`config.mk`:
```
export PLATFORM = sky130hd
export DESIGN_NAME = cpu_mem
export DESIGN_NICKNAME = d
export VERILOG_FILES = /design/src/cpu_pkg.sv /design/src/mc_arbiter.sv /design/src/memctrl.sv /design/src/fetcher.sv /design/src/dcache.sv /design/src/cpu_mem.sv
export SDC_FILE = /design/constraint.sdc
export NUM_CORES = 1
export LEC_CHECK = 0
export BUFFER_PORTS_ARGS = -buffer_cell sky130_fd_sc_hd__clkbuf_2
export CORE_MARGIN = 4
export CORE_UTILIZATION = 55
export DETAILED_ROUTE_END_ITERATION = 10
export HOLD_SLACK_MARGIN = 0.03
export PLACE_DENSITY = 0.87
export RECOVER_POWER = 100
export SLEW_MARGIN = 15
export SYNTH_ARGS = -nofsm -noshare
export SYNTH_HDL_FRONTEND = slang
export SYNTH_SLANG_ARGS = --single-unit
```
`constraint.sdc`:
```
create_clock -name clk_in -period 12.7 [get_ports clk_in]
set_clock_uncertainty 0.1 [all_clocks]
set_input_delay 2.54 -clock clk_in [delete_from_list [all_inputs] [get_ports clk_in]]
set_output_delay 2.54 -clock clk_in [all_outputs]
set_load 0.03 [all_outputs]
```
`src/cpu_pkg.sv`:
```
// ======================================
// Memory side shared types
// ======================================
`default_nettype none

package cpu_pkg;

    // bus widths
    localparam int ADDR_W = 32;
    localparam int DATA_W = 32;
    // load/store tag, same width as the rob nick
    localparam int NICK_W = 4;

    // mem_a[17:16] value of the uart and timer window
    localparam logic [1:0] IO_SEL = 2'b11;

    typedef enum logic [1:0] {
        LEN_1,
        LEN_2,
        LEN_4
    } len_e;

    typedef enum logic [2:0] {
        LB,
        LH,
        LW,
        LBU,
        LHU,
        SB,
        SH,
        SW
    } ls_op_e;

    typedef enum logic [1:0] {
        MC_IDLE,
        MC_READ,
        MC_WRITE
    } mc_state_e;

    typedef struct packed {
        logic [ADDR_W-1:0] pc;
        logic [DATA_W-1:0] inst;
    } inst_t;

    typedef struct packed {
        ls_op_e            op;
        logic [ADDR_W-1:0] addr;
        logic [DATA_W-1:0] data;
        logic [NICK_W-1:0] nick;
    } ls_req_t;

    typedef struct packed {
        logic [DATA_W-1:0] data;
        logic [NICK_W-1:0] nick;
    } ls_resp_t;

    // one transfer for memctrl
    typedef struct packed {
        logic              wr;
        len_e              len;
        logic [ADDR_W-1:0] addr;
        logic [DATA_W-1:0] data;
    } mc_req_t;

    function automatic logic is_io(input logic [ADDR_W-1:0] addr);
        return addr[17:16] == IO_SEL;
    endfunction

endpackage

`default_nettype wire

```
`src/mc_arbiter.sv`:
```
// ======================================
// Memory port arbiter
// ======================================
`default_nettype none

module mc_arbiter (
    input  logic             clk,
    input  logic             rst,
    input  logic             rdy,
    input  logic             dc_req_valid,
    input  cpu_pkg::mc_req_t dc_req,
    output logic             dc_done,
    input  logic             if_req_valid,
    input  cpu_pkg::mc_req_t if_req,
    output logic             if_done,
    output logic             mc_valid,
    input  logic             mc_ready,
    output cpu_pkg::mc_req_t mc_req,
    input  logic             mc_done
);

    // grant held from acceptance until done
    logic busy;
    logic own_dc;
    logic sel_dc;

    // load/store port wins a tie
    assign sel_dc   = busy ? own_dc : dc_req_valid;
    assign mc_valid = !busy && (dc_req_valid || if_req_valid);
    assign mc_req   = sel_dc ? dc_req : if_req;

    // done goes back to whoever holds the grant
    assign dc_done = mc_done && busy && own_dc;
    assign if_done = mc_done && busy && !own_dc;

    always_ff @(posedge clk) begin
        if (rst) begin
            busy   <= 1'b0;
            own_dc <= 1'b0;
        end else if (rdy) begin
            if (mc_valid && mc_ready) begin
                busy   <= 1'b1;
                own_dc <= sel_dc;
            end else if (mc_done) begin
                busy <= 1'b0;
            end
        end
    end

    // memctrl only finishes transfers that were granted here
    a_done_one_owner: assert property (@(posedge clk) disable iff (rst)
        mc_done |-> $onehot({dc_done, if_done}));

endmodule

`default_nettype wire

```
`src/memctrl.sv`:
```
// ======================================
// Byte-serial memory controller
// ======================================
`default_nettype none

module memctrl (
    input  logic             clk,
    input  logic             rst,
    input  logic             rdy,
    input  logic             io_buffer_full,
    input  logic [7:0]       mem_din,
    output logic [7:0]       mem_dout,
    output logic [31:0]      mem_a,
    output logic             mem_wr,
    input  logic             req_valid,
    output logic             req_ready,
    input  cpu_pkg::mc_req_t req,
    output logic             done,
    output logic [31:0]      rdata
);
    import cpu_pkg::*;

    mc_state_e state;

    // latched request
    logic [ADDR_W-1:0] base;
    logic [DATA_W-1:0] wdata;
    logic [2:0]        nbytes;
    logic              io_wr;

    // issue counter runs one cycle ahead of capture
    logic [2:0] icnt;
    logic [2:0] ccnt;
    logic       cap_on;

    logic       req_io;
    logic [2:0] req_n;
    logic       accept;
    logic       wr_go;
    logic       capture;

    function automatic logic [2:0] len_bytes(input len_e len);
        case (len)
            LEN_1:   return 3'd1;
            LEN_2:   return 3'd2;
            default: return 3'd4;
        endcase
    endfunction

    assign req_io = is_io(req.addr);
    // uart reads are one byte
    assign req_n  = (req_io && !req.wr) ? 3'd1 : len_bytes(req.len);

    assign req_ready = (state == MC_IDLE) && !done;
    assign accept    = rdy && req_valid && req_ready;
    assign wr_go     = rdy && (state == MC_WRITE) && !(io_wr && io_buffer_full);
    assign capture   = rdy && (state == MC_READ) && cap_on;

    always_ff @(posedge clk) begin
        if (rst) begin
            state  <= MC_IDLE;
            mem_a  <= '0;
            mem_wr <= 1'b0;
            done   <= 1'b0;
            icnt   <= '0;
            ccnt   <= '0;
            cap_on <= 1'b0;
        end else if (rdy) begin
            // bus parks at address 0 when idle so uart input is not consumed
            mem_a  <= '0;
            mem_wr <= 1'b0;
            done   <= 1'b0;
            case (state)
                MC_IDLE: begin
                    if (accept) begin
                        icnt   <= 3'd1;
                        ccnt   <= '0;
                        cap_on <= 1'b0;
                        if (!req.wr) begin
                            state <= MC_READ;
                            mem_a <= req.addr;
                        end else if (req_io && io_buffer_full) begin
                            // uart full, first byte waits
                            state <= MC_WRITE;
                            icnt  <= '0;
                        end else begin
                            mem_a  <= req.addr;
                            mem_wr <= 1'b1;
                            if (req_n == 3'd1) begin
                                done <= 1'b1;
                            end else begin
                                state <= MC_WRITE;
                            end
                        end
                    end
                end
                MC_WRITE: begin
                    if (wr_go) begin
                        mem_a  <= base + ADDR_W'(icnt);
                        mem_wr <= 1'b1;
                        icnt   <= icnt + 3'd1;
                        if (icnt + 3'd1 == nbytes) begin
                            done  <= 1'b1;
                            state <= MC_IDLE;
                        end
                    end
                end
                MC_READ: begin
                    cap_on <= 1'b1;
                    if (icnt < nbytes) begin
                        mem_a <= base + ADDR_W'(icnt);
                        icnt  <= icnt + 3'd1;
                    end
                    if (cap_on) begin
                        ccnt <= ccnt + 3'd1;
                        if (ccnt + 3'd1 == nbytes) begin
                            done  <= 1'b1;
                            state <= MC_IDLE;
                        end
                    end
                end
                default: state <= MC_IDLE;
            endcase
        end
    end

    // request payload, write byte and read assembly
    always_ff @(posedge clk) begin
        if (accept) begin
            base     <= req.addr;
            wdata    <= req.data;
            nbytes   <= req_n;
            io_wr    <= req_io;
            mem_dout <= req.data[7:0];
            rdata    <= '0;
        end else if (wr_go) begin
            mem_dout <= wdata[{icnt[1:0], 3'b000} +: 8];
        end else if (capture) begin
            // little-endian
            rdata[{ccnt[1:0], 3'b000} +: 8] <= mem_din;
        end
    end

    // a read is never mixed with a write strobe
    a_no_wr_in_read: assert property (@(posedge clk) disable iff (rst)
        state == MC_READ |-> !mem_wr);

endmodule

`default_nettype wire

```
`src/fetcher.sv`:
```
// ======================================
// Instruction fetcher
// ======================================
`default_nettype none

module fetcher (
    input  logic             clk,
    input  logic             rst,
    input  logic             rdy,
    input  logic             clr,
    input  logic [31:0]      j_pc,
    output logic             req_valid,
    output cpu_pkg::mc_req_t req,
    input  logic             done,
    input  logic [31:0]      rdata,
    output logic             inst_valid,
    input  logic             inst_ready,
    output cpu_pkg::inst_t   inst
);
    import cpu_pkg::*;

    logic [ADDR_W-1:0] pc;
    // address of the word in flight
    logic [ADDR_W-1:0] fetch_pc;
    // in-flight word belongs to a flushed stream
    logic              drop;
    logic              issue;

    // one outstanding fetch, only into an empty output register
    assign issue = !req_valid && !inst_valid && !clr;

    assign req = '{wr: 1'b0, len: LEN_4, addr: fetch_pc, data: '0};

    always_ff @(posedge clk) begin
        if (rst) begin
            pc         <= '0;
            req_valid  <= 1'b0;
            drop       <= 1'b0;
            inst_valid <= 1'b0;
        end else if (rdy) begin
            if (done) begin
                req_valid <= 1'b0;
            end else if (issue) begin
                req_valid <= 1'b1;
            end

            if (clr) begin
                pc         <= j_pc;
                inst_valid <= 1'b0;
                drop       <= req_valid && !done;
            end else if (done) begin
                if (drop) begin
                    drop <= 1'b0;
                end else begin
                    inst_valid <= 1'b1;
                    pc         <= fetch_pc + 32'd4;
                end
            end else if (inst_valid && inst_ready) begin
                inst_valid <= 1'b0;
            end
        end
    end

    always_ff @(posedge clk) begin
        if (rdy && issue) begin
            fetch_pc <= pc;
        end
        if (rdy && done && !clr && !drop) begin
            inst.pc   <= fetch_pc;
            inst.inst <= rdata;
        end
    end

endmodule

`default_nettype wire

```
`src/dcache.sv`:
```
// ======================================
// Load/store port
// ======================================
`default_nettype none

module dcache (
    input  logic              clk,
    input  logic              rst,
    input  logic              rdy,
    input  logic              ls_valid,
    output logic              ls_ready,
    input  cpu_pkg::ls_req_t  ls_req,
    output logic              req_valid,
    output cpu_pkg::mc_req_t  req,
    input  logic              done,
    input  logic [31:0]       rdata,
    output logic              resp_valid,
    output cpu_pkg::ls_resp_t resp
);
    import cpu_pkg::*;

    // one request held from acceptance to done
    logic    busy;
    ls_req_t cur;

    function automatic len_e op_len(input ls_op_e op);
        case (op)
            LB, LBU, SB: return LEN_1;
            LH, LHU, SH: return LEN_2;
            default:     return LEN_4;
        endcase
    endfunction

    function automatic logic is_store(input ls_op_e op);
        return op == SB || op == SH || op == SW;
    endfunction

    function automatic logic [DATA_W-1:0] extend(input ls_op_e op, input logic [DATA_W-1:0] d);
        case (op)
            LB:      return {{24{d[7]}}, d[7:0]};
            LH:      return {{16{d[15]}}, d[15:0]};
            LBU:     return {24'b0, d[7:0]};
            LHU:     return {16'b0, d[15:0]};
            default: return d;
        endcase
    endfunction

    assign ls_ready  = !busy;
    assign req_valid = busy;
    assign req = '{wr: is_store(cur.op), len: op_len(cur.op), addr: cur.addr, data: cur.data};

    always_ff @(posedge clk) begin
        if (rst) begin
            busy       <= 1'b0;
            resp_valid <= 1'b0;
        end else if (rdy) begin
            resp_valid <= 1'b0;
            if (ls_valid && ls_ready) begin
                busy <= 1'b1;
            end else if (done) begin
                busy <= 1'b0;
                // stores finish silently
                resp_valid <= !is_store(cur.op);
            end
        end
    end

    always_ff @(posedge clk) begin
        if (rdy && ls_valid && ls_ready) begin
            cur <= ls_req;
        end
        if (rdy && done) begin
            resp.data <= extend(cur.op, rdata);
            resp.nick <= cur.nick;
        end
    end

endmodule

`default_nettype wire

```
`src/cpu_mem.sv`:
```
// ======================================
// Memory side top level
// ======================================
`default_nettype none

module cpu_mem (
    input  logic              clk_in,
    input  logic              rst,
    input  logic              rdy_in,
    input  logic [7:0]        mem_din,
    output logic [7:0]        mem_dout,
    output logic [31:0]       mem_a,
    output logic              mem_wr,
    input  logic              io_buffer_full,
    input  logic              clr,
    input  logic [31:0]       j_pc,
    output logic              inst_valid,
    input  logic              inst_ready,
    output cpu_pkg::inst_t    inst,
    input  logic              ls_valid,
    output logic              ls_ready,
    input  cpu_pkg::ls_req_t  ls_req,
    output logic              resp_valid,
    output cpu_pkg::ls_resp_t resp
);
    import cpu_pkg::*;

    logic              if_req_valid;
    mc_req_t           if_req;
    logic              if_done;

    logic              dc_req_valid;
    mc_req_t           dc_req;
    logic              dc_done;

    logic              mc_valid;
    logic              mc_ready;
    mc_req_t           mc_req;
    logic              mc_done;
    // read data fans out to both requesters
    logic [DATA_W-1:0] mc_rdata;

    fetcher u_fetcher (
        .clk        (clk_in),
        .rst        (rst),
        .rdy        (rdy_in),
        .clr        (clr),
        .j_pc       (j_pc),
        .req_valid  (if_req_valid),
        .req        (if_req),
        .done       (if_done),
        .rdata      (mc_rdata),
        .inst_valid (inst_valid),
        .inst_ready (inst_ready),
        .inst       (inst)
    );

    dcache u_dcache (
        .clk        (clk_in),
        .rst        (rst),
        .rdy        (rdy_in),
        .ls_valid   (ls_valid),
        .ls_ready   (ls_ready),
        .ls_req     (ls_req),
        .req_valid  (dc_req_valid),
        .req        (dc_req),
        .done       (dc_done),
        .rdata      (mc_rdata),
        .resp_valid (resp_valid),
        .resp       (resp)
    );

    mc_arbiter u_arbiter (
        .clk          (clk_in),
        .rst          (rst),
        .rdy          (rdy_in),
        .dc_req_valid (dc_req_valid),
        .dc_req       (dc_req),
        .dc_done      (dc_done),
        .if_req_valid (if_req_valid),
        .if_req       (if_req),
        .if_done      (if_done),
        .mc_valid     (mc_valid),
        .mc_ready     (mc_ready),
        .mc_req       (mc_req),
        .mc_done      (mc_done)
    );

    memctrl u_memctrl (
        .clk            (clk_in),
        .rst            (rst),
        .rdy            (rdy_in),
        .io_buffer_full (io_buffer_full),
        .mem_din        (mem_din),
        .mem_dout       (mem_dout),
        .mem_a          (mem_a),
        .mem_wr         (mem_wr),
        .req_valid      (mc_valid),
        .req_ready      (mc_ready),
        .req            (mc_req),
        .done           (mc_done),
        .rdata          (mc_rdata)
    );

endmodule

`default_nettype wire

```
==> out/metrics.cfg, run 1 <==
[timing]
tns_ns=0
fin_crit_sh_pct=68.0
worst_pin_slew_ns=3.13
rsz0062_at_grt=false
fmax_ghz=0.116
finalSetupViolations=0
relSlewSlack_pct=-109
layout_min_cycle_time_ns=8.63
maxSlewViolCount=390
hold_viol_final=0

[critical_path]
worstSetupPathType=input pin to flop
cp_cell_sequence=clkbuf_2, clkbuf_1, clkinv_1, clkbuf_1, nor2_1, buf_4
crit_family=buffers and inverters
required_ns=12.76
crit_arrival_ns=8.69
max_stage_delay_ns=2.44
critical-path-top-cell-by-count=clkbuf_1
critPathLaunchType=input pin
endpoint_kind=flop
path_buf_inv=5
path_max_fanout=52
crit_slowest_cell=nor2_1

[route]
wl_per_cell_um=21.0
drtIter0Drc=1494
routed-via-count=11900
antenna_left=0
via_per_inst=6.04
dr.pass1.iters=5
drc=0
routed_wl_um=41500

[cells_and_area]
area_delta_synth_final_pct=16.9
finalNonFillerCells=1971
stdcell_area_mm2=0.0188
nets=1691
antenna_cells=0
final_common_cell=edfxtp_1
drive_gt1_share_pct=11.8
final_util_pct=65.3
final_cell_mix=279 x edfxtp_1, 185 x clkbuf_1, 183 x nand2_1, 114 x dfxtp_1, 97 x clkbuf_2

[outcome]
violations=max-capacitance violations, max-slew violations
outcome=finished, violations left

[power_and_ir_drop]
p_per_area_mw_per_mm2=158
power_leakage_nw=6.73
peakVddDrop_mv=0.122

[die]
rows=62
dieArea_mm2=0.0320
ios=262
die_h_um=179
die_w_um=179
core_area_mm2=0.0288
initial_utilization_pct=55.9

[yosys]
synth_ff_type=edfxtp_1
ys_warn_count=0
syn_area_per_cell_um2=12.3
async_reset_ff_share_pct=0
synth_edf_count=279
syn_nets=1445
synth-seq-area-share_pct=66.3
syn-instance-count=1309
ys_ff_latch=393
ys_types=66
syn_area_mm2=0.0161

[clocking]
cts.repair.resized=0
clkTransAtPathRegs_ns=0.06
cts_tree=done
cts_max_level=2
root_buffer=clkbuf_16
cts_setup_buffers=0
cts_made_buffers=40
cts_hold_buffers=0
clock_latency_ns=0.55
clock_path_buffers=3
clkSinkCount=393

[grt]
grt_max_degree=66
grt-ovfl-total=0
grt_pass1_wl_um=63000
antenna_found_initial=0
track_usage_pct=25.3
grt_pass1_vias=11500

[place]
port_buffers=261
routabilityCongestion=0.916
hpwl_um=27900
placed_cells=1897
place_area_mm2=0.0177

[run]
maxCapViolCount=10

[hold_path]
hp-class=flop to flop

-- worst register-to-register path, cell delays in order (launching register included) --
cell and delay [ns]:
dfxtp_1 0.37, inv_1 0.10, ha_1 0.31, nand2_1 0.10
or4_1 0.64, clkinvlp_2 2.18, buf_4 1.03, nand3_1 0.30
a21oi_1 0.07, a221o_1 0.27
-- sequential cells by signal, indices dropped and copies added (netlist names), 7 cells and up --
| register | cells |
|---|---|
| u_dcache.req | 64 |
| u_fetcher.inst | 64 |
| u_dcache.resp | 36 |
| u_fetcher.fetch_pc | 32 |
| u_fetcher.pc | 32 |
| u_memctrl.base | 32 |
| u_memctrl.mem_a | 32 |
| u_memctrl.rdata | 32 |
| u_memctrl.wdata | 32 |
| u_memctrl.mem_dout | 8 |
| u_dcache.cur | 7 |
-- final timing paths --
kind,startpoint,endpoint,slack (ns),cells after the start
setup / recovery,rdy_in,u_dcache.req[22],4.07,6
hold / removal,u_dcache.cur[3],u_dcache.resp[3],0.32,0
setup reg to reg,u_memctrl.state[0],u_memctrl.mem_a[12],7.14,9
hold reg to reg,u_dcache.cur[3],u_dcache.resp[3],0.32,0
-- metrics by stage --
stage	hold WS (ns)	worst slack (ns)	total power, mW
after floorplan	0.300	4.25	1.71
after global routing	0.335	3.60	3.08
after global placement	0.303	6.83	1.80
after CTS	0.317	7.28	2.99
after detailed placement	0.305	6.72	1.81
final	0.317	4.07	2.97
-- routing by layer --
metal  vias to the layer above  GRT usage, %  part of all wire, %
met5                         -             0                    0
met4                         0          11.5                  4.7
met3                       151          5.12                   10
met2                       757          40.8                   47
met1                      5630          33.2                   38
li1                       5360             -                    -
-- report_power, final --
part	switching (mW)	leakage, nW	internal (mW)
sequential	0.0500	3.52	1.44
combinational	0.198	2.56	0.0962
clock	0.488	0.654	0.697
-- Yosys cell counts, drive strengths merged, types with 9 or more instances --
library cell / number / area [um^2]
nor3: 22 / 110
ha: 17 / 213
dfxtp: 114 / 2280
mux2: 11 / 124
xnor2: 15 / 131
inv: 30 / 113
a21o: 22 / 165
xor2: 37 / 324
nor2: 42 / 158
nand3: 67 / 335
o211ai: 15 / 113
nand4: 31 / 194
mux2i: 9 / 90.1
a211oi: 9 / 67.6
clkbuf: 64 / 240
o22ai: 16 / 100
o21ai: 38 / 190
nand2: 183 / 687
a21oi: 88 / 440
a31oi: 14 / 87.6
edfxtp: 279 / 8380
and2: 43 / 269
nand2b: 10 / 62.6
and3: 18 / 113
-- layout make-up --
type	count	area [um^2]
sequential	393	10700
clock buffer	56	1100
inverter	31	118
timing repair buffer	274	1170
multi-input combinational	815	5030
tap	384	480
clock inverter	18	235
fill	2180	9980
-- logic make-up (layout without fill, tap and decap cells) --
group / Yosys count / count (layout) / synth area share [%]
AND/OR/NAND/NOR: 458 / 458 / 14.0
adder cells (fa/ha/maj): 18 / 18 / 1.45
flip-flops: 393 / 393 / 66.3
AO/OA/AOI/OAI: 257 / 257 / 10.2
multiplexers: 28 / 28 / 2.45
XOR/XNOR: 54 / 54 / 3.13
buffers and inverters: 101 / 379 / 2.46
Power figures use the tool's default switching activity.
==> run 2, diff against run 1 <==
ABC_AREA = 1   (was unset)
CORE_UTILIZATION = 51   (was 55)
PLACE_DENSITY = 0.85   (was 0.87)
clock period = 7.3 ns   (was 12.7 ns; I/O delays follow)
==> run 2 against run 1 <==
The flow still finishes with violations (max-capacitance violations, max-slew violations). Combinational power grew to 2.6 times the previous value. Via count is 11% higher. Critical path depth grew 3. Die area rose by 12%. Non-clock buffer count is 3 lower. Clock power grew 77%. Critical path type is now flop to flop.
==> out/metrics.cfg, run 2 <==
[outcome]
outcome=finished, violations left
violations=max-capacitance violations, max-slew violations

[critical_path]
reg2reg_setup_slack_ns=1.88  ; -5.26 ns
path_buf_inv=1  ; -4
r2r-start=u_arbiter.busy
r2r-end=u_memctrl.mem_a[27]
crit_slowest_cell=nand4_1
worstSetupPathType=flop to flop
endpoint_kind=flop
crit_family=simple AND/OR/NAND/NOR gates
required_ns=7.59  ; -5.17 ns
critPathLaunchType=flop
reg2regPathDepth=9  ; unchanged
cp_cell_sequence=clkinv_1, nand2_1, nand2_1, o21ai_0, nand4_1, nand3_1, nand2_1, nand2_1, a21oi_1
critical-path-top-cell-by-count=nand2_1
crit_arrival_ns=5.70  ; -2.99 ns
max_stage_delay_ns=1.49  ; -0.95 ns
path_max_fanout=63  ; +21%

[place]
place_area_mm2=0.0184  ; +4.0%
hpwl_um=31200  ; +12%
routabilityCongestion=0.909  ; -0.71%
port_buffers=261  ; unchanged

[clocking]
cts_made_buffers=41  ; +2.5%
root_buffer=clkbuf_16
cts_tree=done
clock_path_buffers=3  ; unchanged
clkTransAtPathRegs_ns=0.06  ; about the same
cts_hold_buffers=0  ; unchanged
cts.repair.resized=0  ; unchanged
cts_max_level=2  ; unchanged
clkSinkCount=393  ; unchanged
clock_latency_ns=0.54  ; about the same
cts_setup_buffers=0  ; unchanged

[timing]
fin_crit_sh_pct=74.2
finalHoldWorstSlack_ns=0.318  ; +0.00125 ns
fmax_ghz=0.185
tns_ns=0  ; unchanged
relSlewSlack_pct=-170  ; -61 points
hold_viol_final=0  ; unchanged
layout_min_cycle_time_ns=5.42
finalSetupViolations=0  ; unchanged
maxSlewViolCount=365  ; -6.4%
rsz0062_at_grt=false
worst_pin_slew_ns=4.05  ; +0.920 ns

[power_and_ir_drop]
p_int_mw=4.03  ; +80%
swShare_pct=26.9  ; +2.1 points
power_frac_seq_pct=48.1  ; -2.2 points
power.total_mw=5.52  ; +85%
peakVddDrop_mv=0.224  ; +83%
p_per_area_mw_per_mm2=282  ; +78%
power_leakage_nw=7.52  ; +12%
clkPwrFrac_pct=38.2  ; -1.6 points
p_switching_mw=1.48  ; +100%
p_comb_share_pct=13.7  ; +3.8 points

[die]
rows=66  ; +6.5%
core_area_mm2=0.0325  ; +13%
dieArea_mm2=0.0358  ; +12%
die_h_um=189  ; +5.8%
ios=262  ; unchanged
die_w_um=189  ; +5.8%
initial_utilization_pct=51.7  ; -4.2 points

[cells_and_area]
final_cell_mix=425 x nand2_1, 279 x edfxtp_1, 202 x nor2_1, 172 x clkbuf_1, 162 x inv_1
antenna_cells=0  ; unchanged
nets=2123  ; +26%
drive_gt1_share_pct=9.46  ; -2.3 points
n_fill_cell=2762  ; +27%
stdcell_area_mm2=0.0195  ; +4.0%
area_delta_synth_final_pct=16.6
final_common_cell=nand2_1
multiInputGateArea_mm2=0.00515  ; +2.3%
regArea_mm2=0.0107  ; unchanged

[grt]
track_usage_pct=24.0  ; -1.3 points
grt_pass1_wl_um=68600  ; +9.0%
grt_max_degree=79  ; +20%
grt_pass1_vias=12800  ; +11%
grt-ovfl-total=0  ; unchanged
antenna_found_initial=0  ; unchanged

[hold_path]
min_to=u_dcache.resp[2]
hp-class=flop to flop
hold_depth=0  ; unchanged
hold_start=u_dcache.cur[2]

[route]
drc=0  ; unchanged
routed-via-count=13200  ; +11%
drtIter0Drc=1151  ; -23%
routed_wl_um=43900  ; +6.0%
dr.pass1.iters=5  ; unchanged
via_per_inst=5.35  ; -11%
wl_per_cell_um=17.9  ; -15%
antenna_left=0  ; unchanged

[yosys]
yosys.area.top_type_share_pct=50.0  ; -2.1 points
synth_compound_area_share_pct=8.91  ; -1.3 points
synth_ff_type=edfxtp_1
synth_adder_area_share_pct=1.39  ; -0.059 points
yosysMostFrequentCell=nand2_1
synth_top_family_by_area=simple AND/OR/NAND/NOR gates
yosys.area.top_type=edfxtp_1
synthSimpleGateAreaFrac_pct=19.5  ; +5.5 points
synth_mux_area_share_pct=0  ; -2.5 points
netlist_top_cells_count=423 x nand2_1, 279 x edfxtp_1, 203 x nor2_1
syn_nets=1876  ; +30%
syn_area_mm2=0.0168  ; +4.3%
ys_warn_count=0  ; unchanged
synth.area.top_cells=edfxtp_1 50%, dfxtp_1 14%, nand2_1 9.5%
syn-instance-count=1740  ; +33%
synth_xor_xnor_area_share_pct=1.04  ; -2.1 points
ys_types=45  ; -32%
synth_edf_count=279  ; unchanged
synth-seq-area-share_pct=63.6  ; -2.7 points
syn_area_per_cell_um2=9.64  ; -22%
async_reset_ff_share_pct=0  ; unchanged
ys_ff_latch=393  ; unchanged

[run]
maxCapViolCount=9  ; -1

run 2: cell count changes after synthesis, moves of 20 or more:
cell / change
nand2_1: +240
nor2_1: +161
inv_1: +132
o21ai_0: +74
nand3_1: +46
and2_1: -42
a21oi_1: +34
clkbuf_1: -31
buf_2: +22
xor2_1: -21
a21o_1: -20
run 2: how the worst max path moves through the flow:
stage	start	end	cells after the start
final	u_arbiter.busy	u_memctrl.mem_a[27]	9
after global routing	u_arbiter.busy	u_memctrl.mem_a[19]	9
after CTS	rdy_in	u_memctrl.mem_a[27]	8
after detailed placement	rdy_in	u_memctrl.mem_a[23]	8
after global placement	rdy_in	u_memctrl.mem_a[23]	8
after floorplan	clr	u_fetcher.inst[0]	3
run 2: kinds of logic (layout without fill, tap and decap cells):
kind of cell	count (synthesis)	count (layout)
adders and majority gates	18	18
xor gates and xnor gates	20	20
AOI/OAI and AO/OA	280	280
DFF	393	393
and+or+nand+nor	792	792
buffers and inverters	237	516
run 2: layout make-up:
type,instances,share of cell area [%]
Clock buffer,55,6.10
Clock inverter,20,0.960
Inverter,170,3.28
Multi-Input combinational cell,1110,26.3
Sequential cell,393,54.5
Tap cell,442,2.83
Timing Repair Buffer,271,5.95
run 2: power groups by stage:
stage | Combinational, mW | Sequential (mW) | Clock [mW]
after floorplan | 0.482 | 2.72 | 0
after global placement | 0.737 | 2.69 | 0
after detailed placement | 0.756 | 2.69 | 0
after CTS | 0.764 | 2.65 | 2.14
after global routing | 0.844 | 2.67 | 2.23
final | 0.755 | 2.65 | 2.11
run 2: routing by layer:
metal	track usage [%]	vias up	wire length [um]
met5	0	-	0
met4	8.29	0	1500
met3	4.20	97	3120
met2	38.3	558	20200
met1	33.6	6156	19100
li1	-	6357	-
run 2: through the flow:
step | instances | worst slack [ns] | util (%)
finish | 2461 | 1.88 | 60.2
global placement | 2385 | 2.92 | 56.8
detailed placement | 2385 | 2.82 | 56.8
global route | 2461 | 1.48 | 60.2
CTS | 2460 | 3.31 | 61.1
floorplan | 1740 | 1.28 | -
==> run 3, diff against run 2 <==
ABC_AREA = 0   (was 1)
CORE_UTILIZATION = 55   (was 51)
PLACE_DENSITY = 0.87   (was 0.85)
clock period = 5.7 ns   (was 7.3 ns; I/O delays follow)
==> run 3 against run 2 <==
The run still ends with max-capacitance violations, max-slew violations left. First-iteration DRC count rose by 37%. Combinational power is 12% lower. Worst hold slack better by 0.00060 ns. Non-clock buffer count rose by 10. Register-to-register slack got worse by 0.28 ns. Power is 20% higher. Die area shrank 11%. Critical path type is now input pin to flop.
==> out/metrics.cfg, run 3 (synthesis results as in run 1) <==
[power_and_ir_drop]
peakVddDrop_mv=0.260  ; +16%
power_leakage_nw=6.78  ; -9.7%
p_per_area_mw_per_mm2=352  ; +25%
power.total_mw=6.64  ; +20%

[timing]
rsz0062_at_grt=false
finalSetupViolations=0  ; unchanged
relSlewSlack_pct=-52.2  ; +120 points
layout_min_cycle_time_ns=4.23
fin_crit_sh_pct=74.3
hold_viol_final=0  ; unchanged
tns_ns=0  ; unchanged
worst_pin_slew_ns=2.28  ; -1.77 ns
maxSlewViolCount=157  ; -57%
setup_slack_ns=1.47  ; -0.418 ns
fmax_ghz=0.236

[cells_and_area]
nets=1698  ; -20%
n_fill_cell=2157  ; -22%
drive_gt1_share_pct=12.5  ; +3.0 points
final_cell_mix=279 x edfxtp_1, 183 x nand2_1, 172 x clkbuf_1, 114 x dfxtp_1, 105 x clkbuf_2
final_util_pct=65.5  ; +5.3 points
final_common_cell=edfxtp_1
antenna_cells=0  ; unchanged
multiInputGateArea_mm2=0.00503  ; -2.3%
finalNonFillerCells=1977  ; -20%
regArea_mm2=0.0107  ; unchanged
area_delta_synth_final_pct=17.2

[critical_path]
worstSetupPathType=input pin to flop
path_max_fanout=54  ; -14%
crit_arrival_ns=4.53  ; -1.17 ns
required_ns=5.99  ; -1.60 ns
critPathLaunchType=input pin
endpoint_kind=flop
reg2reg_setup_slack_ns=1.60  ; -0.28 ns

[run]
maxCapViolCount=4  ; -5

[route]
wl_per_cell_um=21.2  ; +19%
via_per_inst=6.03  ; +13%
routed_wl_um=42000  ; -4.5%
drc=0  ; unchanged
dr.pass1.iters=6  ; +1
wl_met1_um=15600  ; -18%
drtIter0Drc=1574  ; +37%
routed-via-count=11900  ; -9.5%
antenna_left=0  ; unchanged
met3WireLength_um=4700  ; +51%
top_layer=met5
wl_met2_um=19900  ; -1.4%

[grt]
grt_max_degree=55  ; -30%
grt-ovfl-total=0  ; unchanged
grt_pass1_wl_um=62700  ; -8.6%
grt_pass1_vias=11300  ; -11%
antenna_found_initial=1  ; +1
track_usage_pct=25.3  ; +1.3 points

[place]
port_buffers=261  ; unchanged
routabilityCongestion=0.920  ; +1.1%
post-place-ws_ns=2.21  ; -0.608 ns
placed_cells=1904  ; -20%
hpwl_um=29000  ; -7.1%

[clocking]
cts_setup_buffers=0  ; unchanged
clkTransAtPathRegs_ns=0.06  ; about the same
cts_made_buffers=40  ; -2.4%
clkSinkCount=393  ; unchanged
clock_path_buffers=3  ; unchanged
cts_tree=done
cts_max_level=2  ; unchanged
cts.repair.resized=0  ; unchanged
cts_hold_buffers=0  ; unchanged
root_buffer=clkbuf_16
clock_latency_ns=0.54  ; about the same

[outcome]
outcome=finished, violations left
violations=max-capacitance violations, max-slew violations

[hold_path]
hp-class=flop to flop

[die]
dieArea_mm2=0.0320  ; -11%
core_area_mm2=0.0288  ; -11%
ios=262  ; unchanged
initial_utilization_pct=55.9  ; +4.2 points
die_w_um=179  ; -5.5%
die_h_um=179  ; -5.5%
rows=62  ; -6.1%

## run 3: cell type report
| class | count | area share, % |
|---|---|---|
| clock inverter | 24 | 1.35 |
| inverter | 31 | 0.624 |
| multi-input combinational | 815 | 26.7 |
| tap | 384 | 2.55 |
| clock buffer | 49 | 5.71 |
| sequential | 393 | 56.5 |
| timing repair buffer | 281 | 6.56 |
## run 3: report_power, final
| part | leakage (nW) | internal [mW] | switching [mW] |
|---|---|---|---|
| sequential | 3.52 | 3.22 | 0.113 |
| combinational | 2.61 | 0.217 | 0.450 |
| clock | 0.655 | 1.57 | 1.07 |
## run 3: per-layer routing
metal,global-route usage (%),up-vias
met5,0,-
met4,10.2,2
met3,5.38,119
met2,40.8,740
met1,33.8,5677
li1,-,5380
## run 3: path summary, 6_finish.rpt
path | startpoint | cells after the start | endpoint
worst min-delay path | u_dcache.cur[2] | 0 | u_dcache.resp[2]
worst max register to register | u_memctrl.state[0] | 6 | u_memctrl.nbytes[1]
worst max-delay path | clr | 6 | u_fetcher.pc[2]
worst min register to register | u_dcache.cur[2] | 0 | u_dcache.resp[2]
## run 3: worst max-delay path: stages
cell and delay [ns]:
clkbuf_2 0.07, clkbuf_1 1.61, o21ai_0 0.28, clkbuf_1 0.73, a211oi_1 0.56, nor3_1 0.09
## run 3: stage by stage
stage | hold WS [ns] | cell area, um^2
3_3_place_gp | 0.301 | 17800
4_1_cts | 0.320 | 19100
2_1_floorplan | 0.300 | 16100
5_1_grt | 0.325 | 18900
3_5_place_dp | 0.305 | 17800
6_report | 0.319 | 18900
